--- config.mk ---
export PLATFORM = sky130hd
export DESIGN_NAME = vector_decode_stage
export DESIGN_NICKNAME = d
export VERILOG_FILES = /design/src/source/vdecode_pkg.sv /design/src/source/element_if.sv /design/src/source/write_slot_if.sv /design/src/source/decode_execute_reg.sv /design/src/source/element_counter.sv /design/src/source/operand_offset_gen.sv /design/src/source/vector_decode_stage.sv /design/src/source/write_offset_gen.sv
export SDC_FILE = /design/constraint.sdc
export NUM_CORES = 1
export LEC_CHECK = 0
export BUFFER_PORTS_ARGS = -buffer_cell sky130_fd_sc_hd__buf_4
export CORE_AREA = 2 2 157 159
export DETAILED_ROUTE_END_ITERATION = 10
export DIE_AREA = 0 0 159 161
export GPL_TIMING_DRIVEN = 1
export PLACE_DENSITY = 0.78
export SKIP_LAST_GASP = 1
export SLEW_MARGIN = 15
export SYNTH_ARGS = -nofsm -noshare
export SYNTH_HDL_FRONTEND = slang
export SYNTH_SLANG_ARGS = --single-unit
--- constraint.sdc ---
create_clock -name CLK -period 2.6 [get_ports CLK]
set_input_delay 0.26 -clock CLK [delete_from_list [all_inputs] [get_ports CLK]]
set_output_delay 0.26 -clock CLK [all_outputs]
set_load 0.02 [all_outputs]
--- src/source/vdecode_pkg.sv ---
`default_nettype none

package vdecode_pkg;

  localparam int ELEM_OFFSET_W = 8;
  localparam int XLEN          = 32;
  localparam int IMM_W         = 5;  // imm field of OPIVI forms
  localparam int LANES         = 2;  // elements handled per cycle

  typedef logic [ELEM_OFFSET_W-1:0] offset_t;

  typedef enum logic [1:0] {
    SEW8  = 2'd0,
    SEW16 = 2'd1,
    SEW32 = 2'd2
  } sew_t;

  typedef enum logic {
    VS1_NORMAL = 1'b0,
    VS1_ZERO   = 1'b1
  } vs1_src_t;

  typedef enum logic [2:0] {
    VS2_NORMAL        = 3'd0,
    VS2_IDX_PLUS_RS1  = 3'd1,
    VS2_IDX_PLUS_UIMM = 3'd2,
    VS2_IDX_PLUS_1    = 3'd3,
    VS2_VS1           = 3'd4,  // gather style, offsets come from vs1 data
    VS2_RS1           = 3'd5,
    VS2_UIMM          = 3'd6,
    VS2_ZERO          = 3'd7
  } vs2_src_t;

  typedef enum logic [2:0] {
    VD_NORMAL        = 3'd0,
    VD_ZERO          = 3'd1,
    VD_IDX_PLUS_RS1  = 3'd2,
    VD_IDX_PLUS_UIMM = 3'd3,
    VD_IDX_PLUS_1    = 3'd4
  } vd_src_t;

  // double the element width, saturating at SEW32
  function automatic sew_t widen_sew(input sew_t sew, input logic widen);
    sew_t res;
    res = sew;
    if (widen) begin
      res = (sew == SEW8) ? SEW16 : SEW32;
    end
    return res;
  endfunction

endpackage

`default_nettype wire

--- src/source/element_if.sv ---
`timescale 1ns/1ns
`default_nettype none

interface element_if
  import vdecode_pkg::*;
();

  offset_t offset;  // first element of the current lane pair
  logic    done;    // last pair of the instruction
  logic    busy;

  modport counter (output offset, done, busy);

  modport user (input offset, done, busy);

endinterface

`default_nettype wire

--- src/source/write_slot_if.sv ---
`timescale 1ns/1ns
`default_nettype none

interface write_slot_if
  import vdecode_pkg::*;
();

  offset_t woffset0;
  offset_t woffset1;
  logic    wen0;
  logic    wen1;
  sew_t    eew;  // width after widening

  modport gen (output woffset0, woffset1, wen0, wen1, eew);
  modport regs (input woffset0, woffset1, wen0, wen1, eew);

endinterface

`default_nettype wire

--- src/source/decode_execute_reg.sv ---
`timescale 1ns/1ns
`default_nettype none

module decode_execute_reg
  import vdecode_pkg::*;
(
  input  logic             CLK,
  input  logic             nRST,
  input  logic             flush,
  input  logic             stall,
  input  logic             de_en,
  element_if.user          elem,
  write_slot_if.regs       slot,
  input  logic             mask0,
  input  logic             mask1,
  input  logic [XLEN-1:0]  imm,
  input  logic [XLEN-1:0]  vs1_data0,
  input  logic [XLEN-1:0]  vs1_data1,
  input  logic [XLEN-1:0]  vs2_data0,
  input  logic [XLEN-1:0]  vs2_data1,
  output logic             ex_valid,
  output logic             ex_last,
  output logic             ex_wen0,
  output logic             ex_wen1,
  output logic             ex_mask0,
  output logic             ex_mask1,
  output offset_t          ex_woffset0,
  output offset_t          ex_woffset1,
  output sew_t             ex_eew,
  output logic [XLEN-1:0]  ex_imm,
  output logic [XLEN-1:0]  ex_vs1_lane0,
  output logic [XLEN-1:0]  ex_vs1_lane1,
  output logic [XLEN-1:0]  ex_vs2_lane0,
  output logic [XLEN-1:0]  ex_vs2_lane1
);

  always_ff @(posedge CLK, negedge nRST) begin
    if (!nRST) begin
      ex_valid     <= 1'b0;
      ex_last      <= 1'b0;
      ex_wen0      <= 1'b0;
      ex_wen1      <= 1'b0;
      ex_mask0     <= 1'b0;
      ex_mask1     <= 1'b0;
      ex_woffset0  <= '0;
      ex_woffset1  <= '0;
      ex_eew       <= SEW8;
      ex_imm       <= '0;
      ex_vs1_lane0 <= '0;
      ex_vs1_lane1 <= '0;
      ex_vs2_lane0 <= '0;
      ex_vs2_lane1 <= '0;
    end else if (flush) begin  // beats stall and sends a bubble to execute
      ex_valid     <= 1'b0;
      ex_last      <= 1'b0;
      ex_wen0      <= 1'b0;
      ex_wen1      <= 1'b0;
      ex_mask0     <= 1'b0;
      ex_mask1     <= 1'b0;
      ex_woffset0  <= '0;
      ex_woffset1  <= '0;
      ex_eew       <= SEW8;
      ex_imm       <= '0;
      ex_vs1_lane0 <= '0;
      ex_vs1_lane1 <= '0;
      ex_vs2_lane0 <= '0;
      ex_vs2_lane1 <= '0;
    end else if (!stall) begin
      ex_valid     <= de_en;
      ex_last      <= elem.done;
      ex_wen0      <= slot.wen0;
      ex_wen1      <= slot.wen1;
      ex_mask0     <= mask0;
      ex_mask1     <= mask1;
      ex_woffset0  <= slot.woffset0;
      ex_woffset1  <= slot.woffset1;
      ex_eew       <= slot.eew;
      ex_imm       <= imm;
      ex_vs1_lane0 <= vs1_data0;  // rf data lines up with this cycle's offsets
      ex_vs1_lane1 <= vs1_data1;
      ex_vs2_lane0 <= vs2_data0;
      ex_vs2_lane1 <= vs2_data1;
    end
  end

  assert property (@(posedge CLK) disable iff (!nRST) flush |=> !ex_valid)
    else $error("ex_valid set in the cycle after a flush");

endmodule

`default_nettype wire

--- src/source/element_counter.sv ---
`timescale 1ns/1ns
`default_nettype none

module element_counter
  import vdecode_pkg::*;
(
  input  logic      CLK,
  input  logic      nRST,
  input  logic      de_en,
  input  logic      stall,
  input  logic      flush,
  input  offset_t   vstart,
  input  offset_t   vl,
  element_if.counter elem
);

  offset_t                offset;
  logic [ELEM_OFFSET_W:0] next_pair;  // one extra bit so vl near the top still compares

  assign next_pair = {1'b0, offset} + (ELEM_OFFSET_W+1)'(LANES);

  always_ff @(posedge CLK, negedge nRST) begin
    if (!nRST) begin
      offset <= '0;
    end else if (!de_en || flush) begin
      offset <= vstart;  // idle or squashed, park at vstart
    end else if (!stall) begin
      if (elem.done) begin
        offset <= vstart;  // ready for the next instruction
      end else begin
        offset <= next_pair[ELEM_OFFSET_W-1:0];
      end
    end
  end

  assign elem.offset = offset;
  assign elem.done   = next_pair >= {1'b0, vl};
  assign elem.busy   = de_en & ~elem.done;

  // a busy walk never runs more than one pair past vl, even across stalls and flushes
  assert property (@(posedge CLK) disable iff (!nRST)
    elem.busy |=> ({1'b0, offset} < {1'b0, $past(vl)} + (ELEM_OFFSET_W+1)'(LANES)))
    else $error("element offset %0d ran past vl %0d", offset, $past(vl));

endmodule

`default_nettype wire

--- src/source/operand_offset_gen.sv ---
`timescale 1ns/1ns
`default_nettype none

module operand_offset_gen
  import vdecode_pkg::*;
(
  element_if.user          elem,
  input  vs1_src_t         vs1_src,
  input  vs2_src_t         vs2_src,
  input  sew_t             sew,
  input  logic             vs2_widen,
  input  logic [XLEN-1:0]  xs1,
  input  logic [IMM_W-1:0] imm5,
  input  logic             is_signed,
  input  logic [XLEN-1:0]  vs1_data0,
  input  logic [XLEN-1:0]  vs1_data1,
  input  logic [LANES-1:0] vs1_mask,
  input  logic [LANES-1:0] vs2_mask,
  output offset_t          vs1_offset,
  output offset_t          vs2_offset,
  output sew_t             vs2_sew,
  output logic             mask0,
  output logic             mask1,
  output logic [XLEN-1:0]  imm
);

  offset_t [LANES-1:0] vs1_pair;  // lane 1 only matters inside the pair read
  offset_t [LANES-1:0] vs2_pair;
  offset_t             uimm;
  offset_t             rs1;

  assign uimm = offset_t'(imm5);  // zero extended
  assign rs1  = xs1[ELEM_OFFSET_W-1:0];

  always_comb begin
    unique case (vs1_src)
      VS1_ZERO: vs1_pair = '0;
      default: begin
        vs1_pair[0] = elem.offset;
        vs1_pair[1] = elem.offset + 8'd1;
      end
    endcase
  end

  always_comb begin
    unique case (vs2_src)
      VS2_NORMAL: begin
        vs2_pair[0] = elem.offset;
        vs2_pair[1] = elem.offset + 8'd1;
      end
      VS2_IDX_PLUS_RS1: begin
        vs2_pair[0] = elem.offset + rs1;
        vs2_pair[1] = elem.offset + rs1 + 8'd1;
      end
      VS2_IDX_PLUS_UIMM: begin
        vs2_pair[0] = elem.offset + uimm;
        vs2_pair[1] = elem.offset + uimm + 8'd1;
      end
      VS2_IDX_PLUS_1: begin  // slide down by one
        vs2_pair[0] = elem.offset + 8'd1;
        vs2_pair[1] = elem.offset + 8'd2;
      end
      VS2_VS1: begin
        vs2_pair[0] = vs1_data0[ELEM_OFFSET_W-1:0];
        vs2_pair[1] = vs1_data1[ELEM_OFFSET_W-1:0];
      end
      VS2_RS1:  vs2_pair = {rs1, rs1};
      VS2_UIMM: vs2_pair = {uimm, uimm};
      default:  vs2_pair = '0;
    endcase
  end

  assign vs1_offset = vs1_pair[0];
  assign vs2_offset = vs2_pair[0];

  always_comb begin
    vs2_sew = widen_sew(sew, vs2_widen);
    assert (vs2_sew >= sew) else $error("vs2 width %0d narrower than sew %0d", vs2_sew, sew);
  end

  // vs1 mask first, vs2 next, vs1 again when neither walks normally
  always_comb begin
    if (vs1_src == VS1_NORMAL) begin
      {mask1, mask0} = vs1_mask;
    end else if (vs2_src == VS2_NORMAL) begin
      {mask1, mask0} = vs2_mask;
    end else begin
      {mask1, mask0} = vs1_mask;
    end
  end

  assign imm = is_signed ? {{(XLEN-IMM_W){imm5[IMM_W-1]}}, imm5}
                         : {{(XLEN-IMM_W){1'b0}}, imm5};

endmodule

`default_nettype wire

--- src/source/vector_decode_stage.sv ---
`timescale 1ns/1ns
`default_nettype none

module vector_decode_stage
  import vdecode_pkg::*;
(
  input  logic             CLK,
  input  logic             nRST,
  input  logic             de_en,
  input  logic             stall,
  input  logic             flush,
  input  offset_t          vstart,
  input  offset_t          vl,
  input  vs1_src_t         vs1_src,
  input  vs2_src_t         vs2_src,
  input  vd_src_t          vd_src,
  input  sew_t             sew,
  input  logic             vs2_widen,
  input  logic             vd_widen,
  input  logic             wen,
  input  logic [XLEN-1:0]  xs1,
  input  logic [IMM_W-1:0] imm5,
  input  logic             is_signed,
  input  logic [XLEN-1:0]  vs1_data0,
  input  logic [XLEN-1:0]  vs1_data1,
  input  logic [XLEN-1:0]  vs2_data0,
  input  logic [XLEN-1:0]  vs2_data1,
  input  logic [LANES-1:0] vs1_mask,
  input  logic [LANES-1:0] vs2_mask,
  output offset_t          vs1_offset,  // to the vector register file
  output offset_t          vs2_offset,
  output sew_t             vs2_sew,
  output logic             ex_valid,
  output logic             ex_last,
  output logic             ex_wen0,
  output logic             ex_wen1,
  output logic             ex_mask0,
  output logic             ex_mask1,
  output offset_t          ex_woffset0,
  output offset_t          ex_woffset1,
  output sew_t             ex_eew,
  output logic [XLEN-1:0]  ex_imm,
  output logic [XLEN-1:0]  ex_vs1_lane0,
  output logic [XLEN-1:0]  ex_vs1_lane1,
  output logic [XLEN-1:0]  ex_vs2_lane0,
  output logic [XLEN-1:0]  ex_vs2_lane1
);

  logic            mask0;
  logic            mask1;
  logic [XLEN-1:0] imm;

  element_if    elem_if ();
  write_slot_if slot_if ();

  element_counter i_element_counter (
    .CLK, .nRST, .de_en, .stall, .flush, .vstart, .vl,
    .elem (elem_if.counter)
  );

  operand_offset_gen i_operand_offset_gen (
    .elem (elem_if.user),
    .vs1_src, .vs2_src, .sew, .vs2_widen, .xs1, .imm5, .is_signed,
    .vs1_data0, .vs1_data1, .vs1_mask, .vs2_mask,
    .vs1_offset, .vs2_offset, .vs2_sew, .mask0, .mask1, .imm
  );

  write_offset_gen i_write_offset_gen (
    .elem (elem_if.user),
    .vd_src, .sew, .vd_widen, .wen, .vl, .xs1, .imm5,
    .slot (slot_if.gen)
  );

  decode_execute_reg i_decode_execute_reg (
    .CLK, .nRST, .flush, .stall, .de_en,
    .elem (elem_if.user),
    .slot (slot_if.regs),
    .mask0, .mask1, .imm,
    .vs1_data0, .vs1_data1, .vs2_data0, .vs2_data1,
    .ex_valid, .ex_last, .ex_wen0, .ex_wen1, .ex_mask0, .ex_mask1,
    .ex_woffset0, .ex_woffset1, .ex_eew, .ex_imm,
    .ex_vs1_lane0, .ex_vs1_lane1, .ex_vs2_lane0, .ex_vs2_lane1
  );

endmodule

`default_nettype wire

--- src/source/write_offset_gen.sv ---
`timescale 1ns/1ns
`default_nettype none

module write_offset_gen
  import vdecode_pkg::*;
(
  element_if.user          elem,
  input  vd_src_t          vd_src,
  input  sew_t             sew,
  input  logic             vd_widen,
  input  logic             wen,
  input  offset_t          vl,
  input  logic [XLEN-1:0]  xs1,
  input  logic [IMM_W-1:0] imm5,
  write_slot_if.gen        slot
);

  offset_t                uimm;
  offset_t                rs1;
  logic [ELEM_OFFSET_W:0] lane1_idx;  // widened so vl at max still works

  assign uimm = offset_t'(imm5);
  assign rs1  = xs1[ELEM_OFFSET_W-1:0];

  always_comb begin
    unique case (vd_src)
      VD_NORMAL: begin
        slot.woffset0 = elem.offset;
        slot.woffset1 = elem.offset + 8'd1;
      end
      VD_IDX_PLUS_RS1: begin  // slide up by rs1
        slot.woffset0 = elem.offset + rs1;
        slot.woffset1 = elem.offset + rs1 + 8'd1;
      end
      VD_IDX_PLUS_UIMM: begin
        slot.woffset0 = elem.offset + uimm;
        slot.woffset1 = elem.offset + uimm + 8'd1;
      end
      VD_IDX_PLUS_1: begin
        slot.woffset0 = elem.offset + 8'd1;
        slot.woffset1 = elem.offset + 8'd2;
      end
      default: begin  // VD_ZERO, scalar-move style writes
        slot.woffset0 = '0;
        slot.woffset1 = '0;
      end
    endcase
  end

  assign slot.eew = widen_sew(sew, vd_widen);

  // odd vl leaves lane 1 empty on the last pair
  assign lane1_idx = {1'b0, elem.offset} + 9'd1;
  assign slot.wen0 = wen;
  assign slot.wen1 = wen & (lane1_idx < {1'b0, vl});

endmodule

`default_nettype wire

Word-level counts from Yosys, hierarchy flattened
Index checks and enable logic that the tools add are counted.

storage, ports and cells
  register bits = 192
  word-level logic and storage cells = 85

operators by class
  reductions and logical operators = 5
  bitwise logic cells = 1
  eq/ne operators = 11
  mux-type cells = 43
  $add $sub $neg = 8
  order comparisons = 2

operator list
  kind                                                                     count
  32-bit two-way mux                                                       11
  8-bit two-way mux                                                        8
  8-bit one-hot mux with 4 select lines                                    2
  8-bit one-hot mux with 7 select lines                                    1
  8-bit by 1-bit adder with 8-bit output, second input constant            3
  1-bit two-way mux                                                        16
  3-bit by 2-bit equality test with 1-bit output, second input constant    4
  3-bit equality test, second input constant                               4
  2-bit two-way mux                                                        5
  8-bit by 1-bit adder with 9-bit output, second input constant            1
  8-bit by 2-bit adder with 9-bit output, second input constant            1
  9-bit by 8-bit >= comparator with 1-bit output                           1
  9-bit by 8-bit less-than comparator with 1-bit output                    1
  8-bit by 2-bit adder with 8-bit output, second input constant            1
  8-bit by 5-bit adder with 8-bit output                                   1
  8-bit adder                                                              1
  3-bit zero test                                                          2
  2-bit by 1-bit inequality test with 1-bit output, second input constant  2
  3-bit by 1-bit equality test with 1-bit output, second input constant    1
  2-bit zero test                                                          1
  1-bit bitwise AND                                                        1
  1-bit zero test                                                          1
  1-bit logical OR                                                         1

Depth between registers and ports, before layout
Gate-level depths: netlist of the first run.

  depth in word-level cells = 5
  depth in mapped cells = 12
  depth with buffers taken out = 11

Hierarchy
A second synthesis of the first run with hierarchy kept.

unflattened totals
  cells, all modules = 1092
  area total of the unflattened synthesis = 11169.5 um^2

by module, submodules not included
  module              area each (um^2)  cells each  instances
  decode_execute_reg  7517.2            593         1
  write_offset_gen    1706.6            240         1
  operand_offset_gen  1017.2            145         1
  element_counter     928.4             114         1

Worst setup path after synthesis of the first run
OpenSTA, ideal clock, no wires.

  kind = reg-to-reg
  from = register i_element_counter.offset[2], in the netlist i_element_counter.elem.offset[2]
  to = register i_element_counter.offset[0], in the netlist i_element_counter.elem.offset[0]
  buffers on the path = 2
  library setup time = 0.128 ns
  period minus slack after synthesis = 2.739 ns
  setup slack = -0.139 ns
  arrival = 2.611 ns
  stages on the path, launching flop included = 13
  required time = 2.472 ns
  cells stage by stage = dfrtp_1 > clkbuf_1 > nand3_1 > xnor2_1 > ha_1 > a21o_1 > a211oi_1 > o21a_1 > o22a_1 > nand3_1 > buf_2 > nand2_1 > mux2_1

between the ends
  word-level cells in the longest chain between the ends = 5

RTL lines
  element                                         line                   RTL
  from (decl)                                     element_counter.sv:17  offset_t offset;
  from (signal assigned)                          element_counter.sv:26  offset <= vstart;
  from (signal assigned)                          element_counter.sv:29  offset <= vstart;
  from (signal assigned)                          element_counter.sv:31  offset <= next_pair[ELEM_OFFSET_W-1:0];
  8-bit by 2-bit adder with 9-bit output          element_counter.sv:20  assign next_pair = {1'b0, offset} + (ELEM_OFFSET_W+1)'(LANES);
  9-bit by 8-bit >= comparator with 1-bit output  element_counter.sv:37  assign elem.done = next_pair >= {1'b0, vl};
  8-bit two-way mux                               element_counter.sv:28  if (elem.done) begin
  8-bit two-way mux                               element_counter.sv:27  end else if (!stall) begin
  8-bit two-way mux                               element_counter.sv:25  end else if (!de_en || flush) begin

Every way passes these cells. The select of a mux whose other input is x is not followed.
A chain may end at the register's enable or synchronous reset.

Worst setup path after layout of the first run
  from = register i_element_counter.offset[1], in the netlist i_element_counter.elem.offset[1]
  to = output port vs2_offset[7]

between the ends
  word-level cells in the longest chain between the ends = 2
  elaborated cells between the ends (all ways) = 4
  classes of those cells = add/sub: 3; mux: 1

RTL lines
  element                                                               line                       RTL
  8-bit by 1-bit adder with 8-bit output, or another cell as far along  operand_offset_gen.sv:60   vs2_pair[0] = elem.offset + 8'd1;
  8-bit one-hot mux with 7 select lines (*)                             operand_offset_gen.sv:46   unique case (vs2_src)
  to (decl)                                                             vector_decode_stage.sv:31  output offset_t vs2_offset,

Every way passes the cells marked *; elsewhere a longest branch is shown, timed or not.

==> key figures, run 1 <==
Power and ir drop
  – Pwr/cell area: 605.5 mW/mm^2
  – VDD IR-drop max: 0.3771 mV
  – Int Pwr: 5.392 mW
  – Combinational group share of total power: 34.7%
  – Switching part of the total power: 34.79%
  – Flop pwr share: 34.6%
  – P_sw: 2.877 mW
  – Leak Pwr: 7.051 nW
  – Clock share of power: 30.7%

Yosys
  – Synth warn: 0
  – Cells after synthesis: 928
  – Synth Area in Simple Gates: 13.87%
  – Yosys reg bits: 166
  – Cell area after synthesis: 0.009180 mm^2
  – FFs w/ async S/R, synth: 100.0%
  – Synth area leader: dfrtp_1
  – Mux cell area share after synthesis: 17.46%
  – Syn_nets: 1164
  – Post-synthesis area per instance: 9.892 um^2
  – Sequential area share after synthesis: 45.25%
  – Post-Synth XOR/XNOR Area: 3.339%
  – Largest family of logic cells by synthesized area: multiplexers
  – Area contributors post-synth: dfrtp_1, mux2i_1, nor2_1
  – Synth Flop Type: dfrtp_1
  – Netlist cell types: 62
  – Yosys top cell area share: 45.25%
  – Number of synthesized flops with an enable pin: 0
  – Adder-Cell Fraction of Synth Area: 4.661%
  – Compound-Gate Fraction of Synth Area: 9.909%

Timing
  – Max Freq: 0.3316 GHz
  – Final min period: 3.016 ns
  – Slew Viols, Final: 0
  – Worst Slack Setup Final: -0.4157 ns
  – Worst slew margin: 49.67%
  – Hold_ws: 0.05898 ns
  – Fin crit share: 116.0%
  – Hold violation count in the final report: 0
  – Endpoints failing setup: 18
  – RSZ-0062 raised after global routing: yes
  – Clk_skew: 0.01188 ns
  – Worst Tran Pin Value: 0.7550 ns

Routing
  – Post-DRT Antenna Nets: 0
  – DRC viols: 0
  – Vias: 8516
  – Iteration-0 DRC count of the detailed router: 478
  – DR vias/cell: 5.136
  – WL final: 32400 um
  – Drt pass-1 iters: 6
  – Wire per inst: 19.54 um

Setup path
  – Worst reg2reg setup slack: -0.26 ns
  – Crit-path max cell delay: 0.46 ns
  – Worst-path maximum fanout: 3
  – Crit-path cells: ha_4, a211oi_4, o21bai_2, o41ai_2, buf_4, xnor2_2, a22o_1, a2111o_1, o21ai_2, buf_6
  – Arrival time worst endpoint: 2.76 ns
  – Critical path class: reg2out
  – Critical Path Start Type: flop
  – CP required: 2.34 ns
  – Crit path capture type: primary output
  – Slowest-stage cell, CP: dfrtp_2

Final layout
  – Commonest non-fill, non-tap cell in the layout: buf_4
  – Most frequent cells in the layout: buf_4, nor2_1, dfrtp_1, mux2i_1, nand2_1
  – P&R area growth vs syn: 48.75%
  – Final net count: 1555
  – Fill cell count: 2142
  – Layout cells sized above 1: 41.44%

Floorplanning
  – Die Y: 161 um
  – Initial Util: 38.31%
  – Die footprint: 0.02560 mm^2
  – Die Wd: 159 um
  – Number of core rows: 57
  – Core ar.: 0.02396 mm^2
  – IO Pins: 405

Place
  – Input/output buffers: 380
  – Gpl congestion: 0.9257
  – DP Worst Slack: -0.1990 ns
  – Hpwl dp: 24350 um

Flow run
  – Max-cap viol count: 0

GRT
  – First-pass GRT wire length: 49970 um
  – All-layer global routing usage: 24.95%
  – Largest net degree at the start of global routing: 140
  – Number of global-route vias before repair: 8847
  – Initial antenna violation count: 2
  – Grt total ovfl: 0

Clock tree
  – Total CTS buffers: 17
  – Clk buf depth: 2
  – H-tree Lvls: 4
  – Clk_lat worst skew: 0.42 ns
  – Clk root buf: clkbuf_16
  – CTS tree: built
  – Sink Count: 166
  – Worst-path clk slew: 0.09 ns

Worst hold path
  – Hold crit path type: in2reg

Run status
  – Failing checks: negative setup slack
  – Status: finished, violations left
## final timing paths
path                                                     start                                    end  depth (start not counted)
max in group asynchronous                                 nRST  i_decode_execute_reg.ex_vs1_lane0[15]                          3
min reg2reg                i_decode_execute_reg.ex_woffset0[7]    i_decode_execute_reg.ex_woffset0[7]                          2
max reg2reg                   i_element_counter.elem.offset[0]       i_element_counter.elem.offset[7]                         13
min in group asynchronous                                 nRST    i_decode_execute_reg.ex_woffset1[0]                          2
max                           i_element_counter.elem.offset[1]                          vs2_offset[7]                         10
min                                              vs2_data0[16]  i_decode_execute_reg.ex_vs2_lane0[16]                          3
## per-layer routing
layer | global-route usage [%] | up-vias | part of all wire [%]
li1 | - | 3963 | -
met1 | 28.41 | 4091 | 37
met2 | 44.66 | 397 | 51
met3 | 7.473 | 65 | 8.4
met4 | 8.636 | 0 | 3.4
met5 | 0 | - | 0
## power by group through the flow
stage / Combinational [mW] / Sequential [mW] / Clock, mW
3_5_place_dp: 2.51 / 2.91 / 0
5_1_grt: 3.09 / 2.88 / 2.68
2_1_floorplan: 1.20 / 3.05 / 0
6_report: 2.87 / 2.86 / 2.54
4_1_cts: 2.79 / 2.86 / 2.60
3_3_place_gp: 2.46 / 2.90 / 0
## per-stage QoR
stage / std cells / total power [mW] / TNS (ns) / util [%] / cell area (um^2)
floorplan: 928 / 4.247 / 0 / - / 9191
global placement: 1608 / 5.364 / -0.4159 / 52.26 / 12520
detailed placement: 1608 / 5.418 / -1.683 / 52.26 / 12520
CTS: 1657 / 8.254 / -4.873 / 56.52 / 13540
global route: 1658 / 8.654 / -5.355 / 56.99 / 13660
finish: 1658 / 8.269 / -3.602 / 56.99 / 13660
## worst max-delay path, delay by kind of cell (launching register included)
kind / cells / cell delay, ns
fa+ha+maj: 1 / 0.24
xor+xnor: 1 / 0.08
compound gates: 6 / 1.23
buf+inv: 2 / 0.33
flops: 1 / 0.46
## synth_stat cells (5+ instances only)
cell type / number
nor2_1: 184
dfrtp_1: 166
mux2i_1: 150
nand2_1: 42
clkbuf_1: 35
ha_1: 31
a21oi_1: 29
buf_4: 26
o21ai_1: 25
xnor2_1: 19
inv_1: 18
buf_2: 17
nand3_1: 17
nor2b_1: 16
xor2_1: 16
o21ai_0: 13
nor3_1: 11
a22oi_1: 9
a211oi_1: 8
a22o_1: 7
buf_1: 6
o21a_1: 6
a221o_1: 5
mux2_1: 5
o22ai_1: 5
## final cells by class
cell class              count  area (um^2)  share of cell area [%]
well taps                 324        405.4                   2.969
diodes                      2        5.005                 0.03665
clock inverters            14        152.6                   1.118
flip-flops and latches    166         4160                   30.47
inverters                  19        75.07                  0.5498
multi-input cells         659         4893                   35.83
repair buffers            456         3535                   25.88
clock buffers              18        429.2                   3.143
## registers in the layout (all words and copies together), names as in the netlist, 2 cells and up
signal	cells
i_decode_execute_reg.ex_woffset0	8
i_decode_execute_reg.ex_vs2_lane0	32
i_element_counter.elem.offset	8
i_decode_execute_reg.ex_vs2_lane1	32
i_decode_execute_reg.ex_eew	2
i_decode_execute_reg.ex_imm	6
i_decode_execute_reg.ex_vs1_lane1	32
i_decode_execute_reg.ex_vs1_lane0	32
i_decode_execute_reg.ex_woffset1	8
## repair_timing
item | CTS | global route
setup buffers | 16 | 6
hold buffers | 1 | 0
hold endpoints to repair | 65 | 0
pin swaps | 24 | 28
gates resized for setup | 58 | 28
cloned | 0 | 0
setup endpoints to repair | 19 | 23
## kinds of logic after synthesis
group / after synthesis
simple gates: 296
flops: 166
mux: 158
compound gates: 137
buf+inv: 103
xor+xnor: 35
fa+ha+maj: 33
No activity file was read; power rests on OpenSTA's default activity.
==> inputs of run 2 (changes only) <==
==> constraint.sdc (replaced) <==
create_clock -name CLK -period 2.65 [get_ports CLK]
set_input_delay 0.265 -clock CLK [delete_from_list [all_inputs] [get_ports CLK]]
set_output_delay 0.265 -clock CLK [all_outputs]
set_load 0.02 [all_outputs]
==> run 2 against run 1 <==
Net effect:
- the run still ends with negative setup slack left
- core utilization hardly changed
- sequential power fell by 2%
- critical path depth unchanged
- die area did not move
- non-clock buffer count increased by 1
- total power fell by 1.5%
- critical endpoint is now vs2_offset[6]
==> key figures, run 2 (synthesis gave the netlist of run 1 again) <==
Run status
  – Status: finished, violations left
  – Failing checks: negative setup slack

Timing
  – Worst Slack Setup Final: -0.3561 ns
  – Max Freq: 0.3327 GHz
  – Final min period: 3.006 ns
  – Slew Viols, Final: 0
  – Clk_skew: 0.01951 ns
  – Hold violation count in the final report: 0
  – Setup_tns: -2.101 ns
  – Hold_ws: 0.06688 ns
  – RSZ-0062 raised after global routing: yes
  – Fin crit share: 113.4%
  – Endpoints failing setup: 15
  – Worst slew margin: 41.56%
  – Worst Tran Pin Value: 0.8767 ns

Power and ir drop
  – Int Pwr: 5.304 mW
  – Switching part of the total power: 34.87%
  – Combinational group share of total power: 34.2%
  – P_sw: 2.840 mW
  – Clock share of power: 31.4%
  – Pwr/cell area: 596.5 mW/mm^2
  – Total power: 8.144 mW
  – VDD IR-drop max: 0.3559 mV
  – Flop pwr share: 34.4%
  – Leak Pwr: 7.071 nW

Setup path
  – Crit path capture type: primary output
  – Crit path buf inv count: 3
  – Crit-path max cell delay: 0.51 ns
  – Critical path depth: 10
  – Crit-path cells: ha_4, inv_2, fa_2, nor2b_4, buf_6, o211a_1, o211a_1, mux4_2, o2bb2ai_4, buf_6
  – R2R cell count: 13
  – Critical Path Start Type: flop
  – Critical path class: reg2out
  – Critical path's top delay family: compound AO/OA/AOI/OAI gates
  – CP required: 2.38 ns
  – Worst-path maximum fanout: 3
  – Arrival time worst endpoint: 2.74 ns
  – Slowest-stage cell, CP: mux4_2

Place
  – Gpl congestion: 0.9433
  – Input/output buffers: 380
  – DP Worst Slack: -0.1668 ns
  – Hpwl dp: 24100 um
  – Placed inst area: 0.01250 mm^2

Routing
  – Drt pass-1 iters: 5
  – DRC viols: 0
  – Post-DRT Antenna Nets: 0
  – Wire per inst: 19.37 um
  – Vias: 8529
  – DR vias/cell: 5.138
  – WL final: 32150 um
  – Iteration-0 DRC count of the detailed router: 488

Clock tree
  – CTS tree: built
  – H-tree Lvls: 4
  – Clk root buf: clkbuf_16
  – Sink Count: 166
  – Clk_lat worst skew: 0.43 ns
  – Clk buf depth: 2
  – Worst-path clk slew: 0.08 ns
  – Total CTS buffers: 17

Final layout
  – Layout cells sized above 1: 41.26%
  – Fin area: 0.01365 mm^2
  – Fill cell count: 2146
  – Commonest non-fill, non-tap cell in the layout: buf_4
  – P&R area growth vs syn: 48.73%
  – Most frequent cells in the layout: buf_4, nor2_1, dfrtp_1, mux2i_1, nand2_1
  – Final net count: 1556

Floorplanning
  – Die Y: 161 um
  – Die Wd: 159 um
  – Core ar.: 0.02396 mm^2
  – Die footprint: 0.02560 mm^2
  – Initial Util: 38.31%
  – IO Pins: 405
  – Number of core rows: 57

Flow run
  – Max-cap viol count: 0

GRT
  – First-pass GRT wire length: 48600 um
  – Number of global-route vias before repair: 8705
  – All-layer global routing usage: 24.16%
  – Grt total ovfl: 0
  – Initial antenna violation count: 6
  – Largest net degree at the start of global routing: 140

Worst hold path
  – Hold crit path type: in2reg
  – Worst hold stages: 3
run 2: cell count changes in the layout (fill, tap and decap cells not counted), sizes merged:
cell / before / now
buf: 454 / 455
diode: 2 / 3
inv: 26 / 25
clkinv: 6 / 7
run 2: area by class of cell:
class,instances,area [um^2],share of cell area [%]
antenna,3,7.507,0.05499
clock buffer,18,429.2,3.143
clock inverter,14,177.7,1.301
inverter,19,75.07,0.5499
multi-input combinational,659,4872,35.69
sequential,166,4159,30.46
tap,324,405.4,2.969
timing repair buffer,457,3527,25.83
run 2: worst reg2reg max path, delay by kind of cell, from the launching register on:
family | cells | cell delay, ns
buf+inv | 5 | 0.65
simple gates | 3 | 0.73
flops | 1 | 0.43
compound gates | 4 | 0.68
fa+ha+maj | 1 | 0.20
run 2: repair_timing:
action                                 in CTS  in global routing
gates cloned                                0                  0
setup endpoints to repair                  17                 22
buffers inserted                           13                  6
resized for setup                          25                 52
hold buffers                                1                  0
pin swaps                                  15                 13
endpoints found under the hold margin      47                  0
run 2: final timing paths:
| kind | endpoint | startpoint | slack, ns |
|---|---|---|---|
| worst max-delay path | vs2_offset[6] | i_element_counter.elem.offset[0] | -0.36 |
| min in group asynchronous | i_decode_execute_reg.ex_imm[30] | nRST | 0.37 |
| worst max register to register | i_element_counter.elem.offset[5] | i_element_counter.elem.offset[1] | -0.08 |
| max in group asynchronous | i_decode_execute_reg.ex_vs2_lane1[15] | nRST | 1.52 |
| worst min register to register | i_decode_execute_reg.ex_woffset0[0] | i_decode_execute_reg.ex_woffset0[0] | 0.49 |
| worst min-delay path | i_decode_execute_reg.ex_vs1_lane1[16] | vs1_data1[16] | 0.07 |
run 2: power groups by stage:
stage	logic, mW	registers [mW]	clock network [mW]
5_1_grt	2.98	2.82	2.72
4_1_cts	2.58	2.80	2.63
2_1_floorplan	1.17	2.99	0
6_report	2.78	2.80	2.56
3_5_place_dp	2.43	2.85	0
3_3_place_gp	2.40	2.84	0
run 2: per-layer routing:
layer	share of wire (%)	wire (um)	GRT usage (%)
met1	39	12630	29.14
met5	0.12	40	0
met4	2.7	865	9.091
met3	7.8	2516	7.268
met2	50	16100	40.95
run 2: metrics by stage:
stage | util [%] | cells
after floorplan | - | 928
after global placement | 52.17 | 1606
after detailed placement | 52.17 | 1606
after CTS | 55.62 | 1652
after global routing | 56.98 | 1660
final | 56.98 | 1660
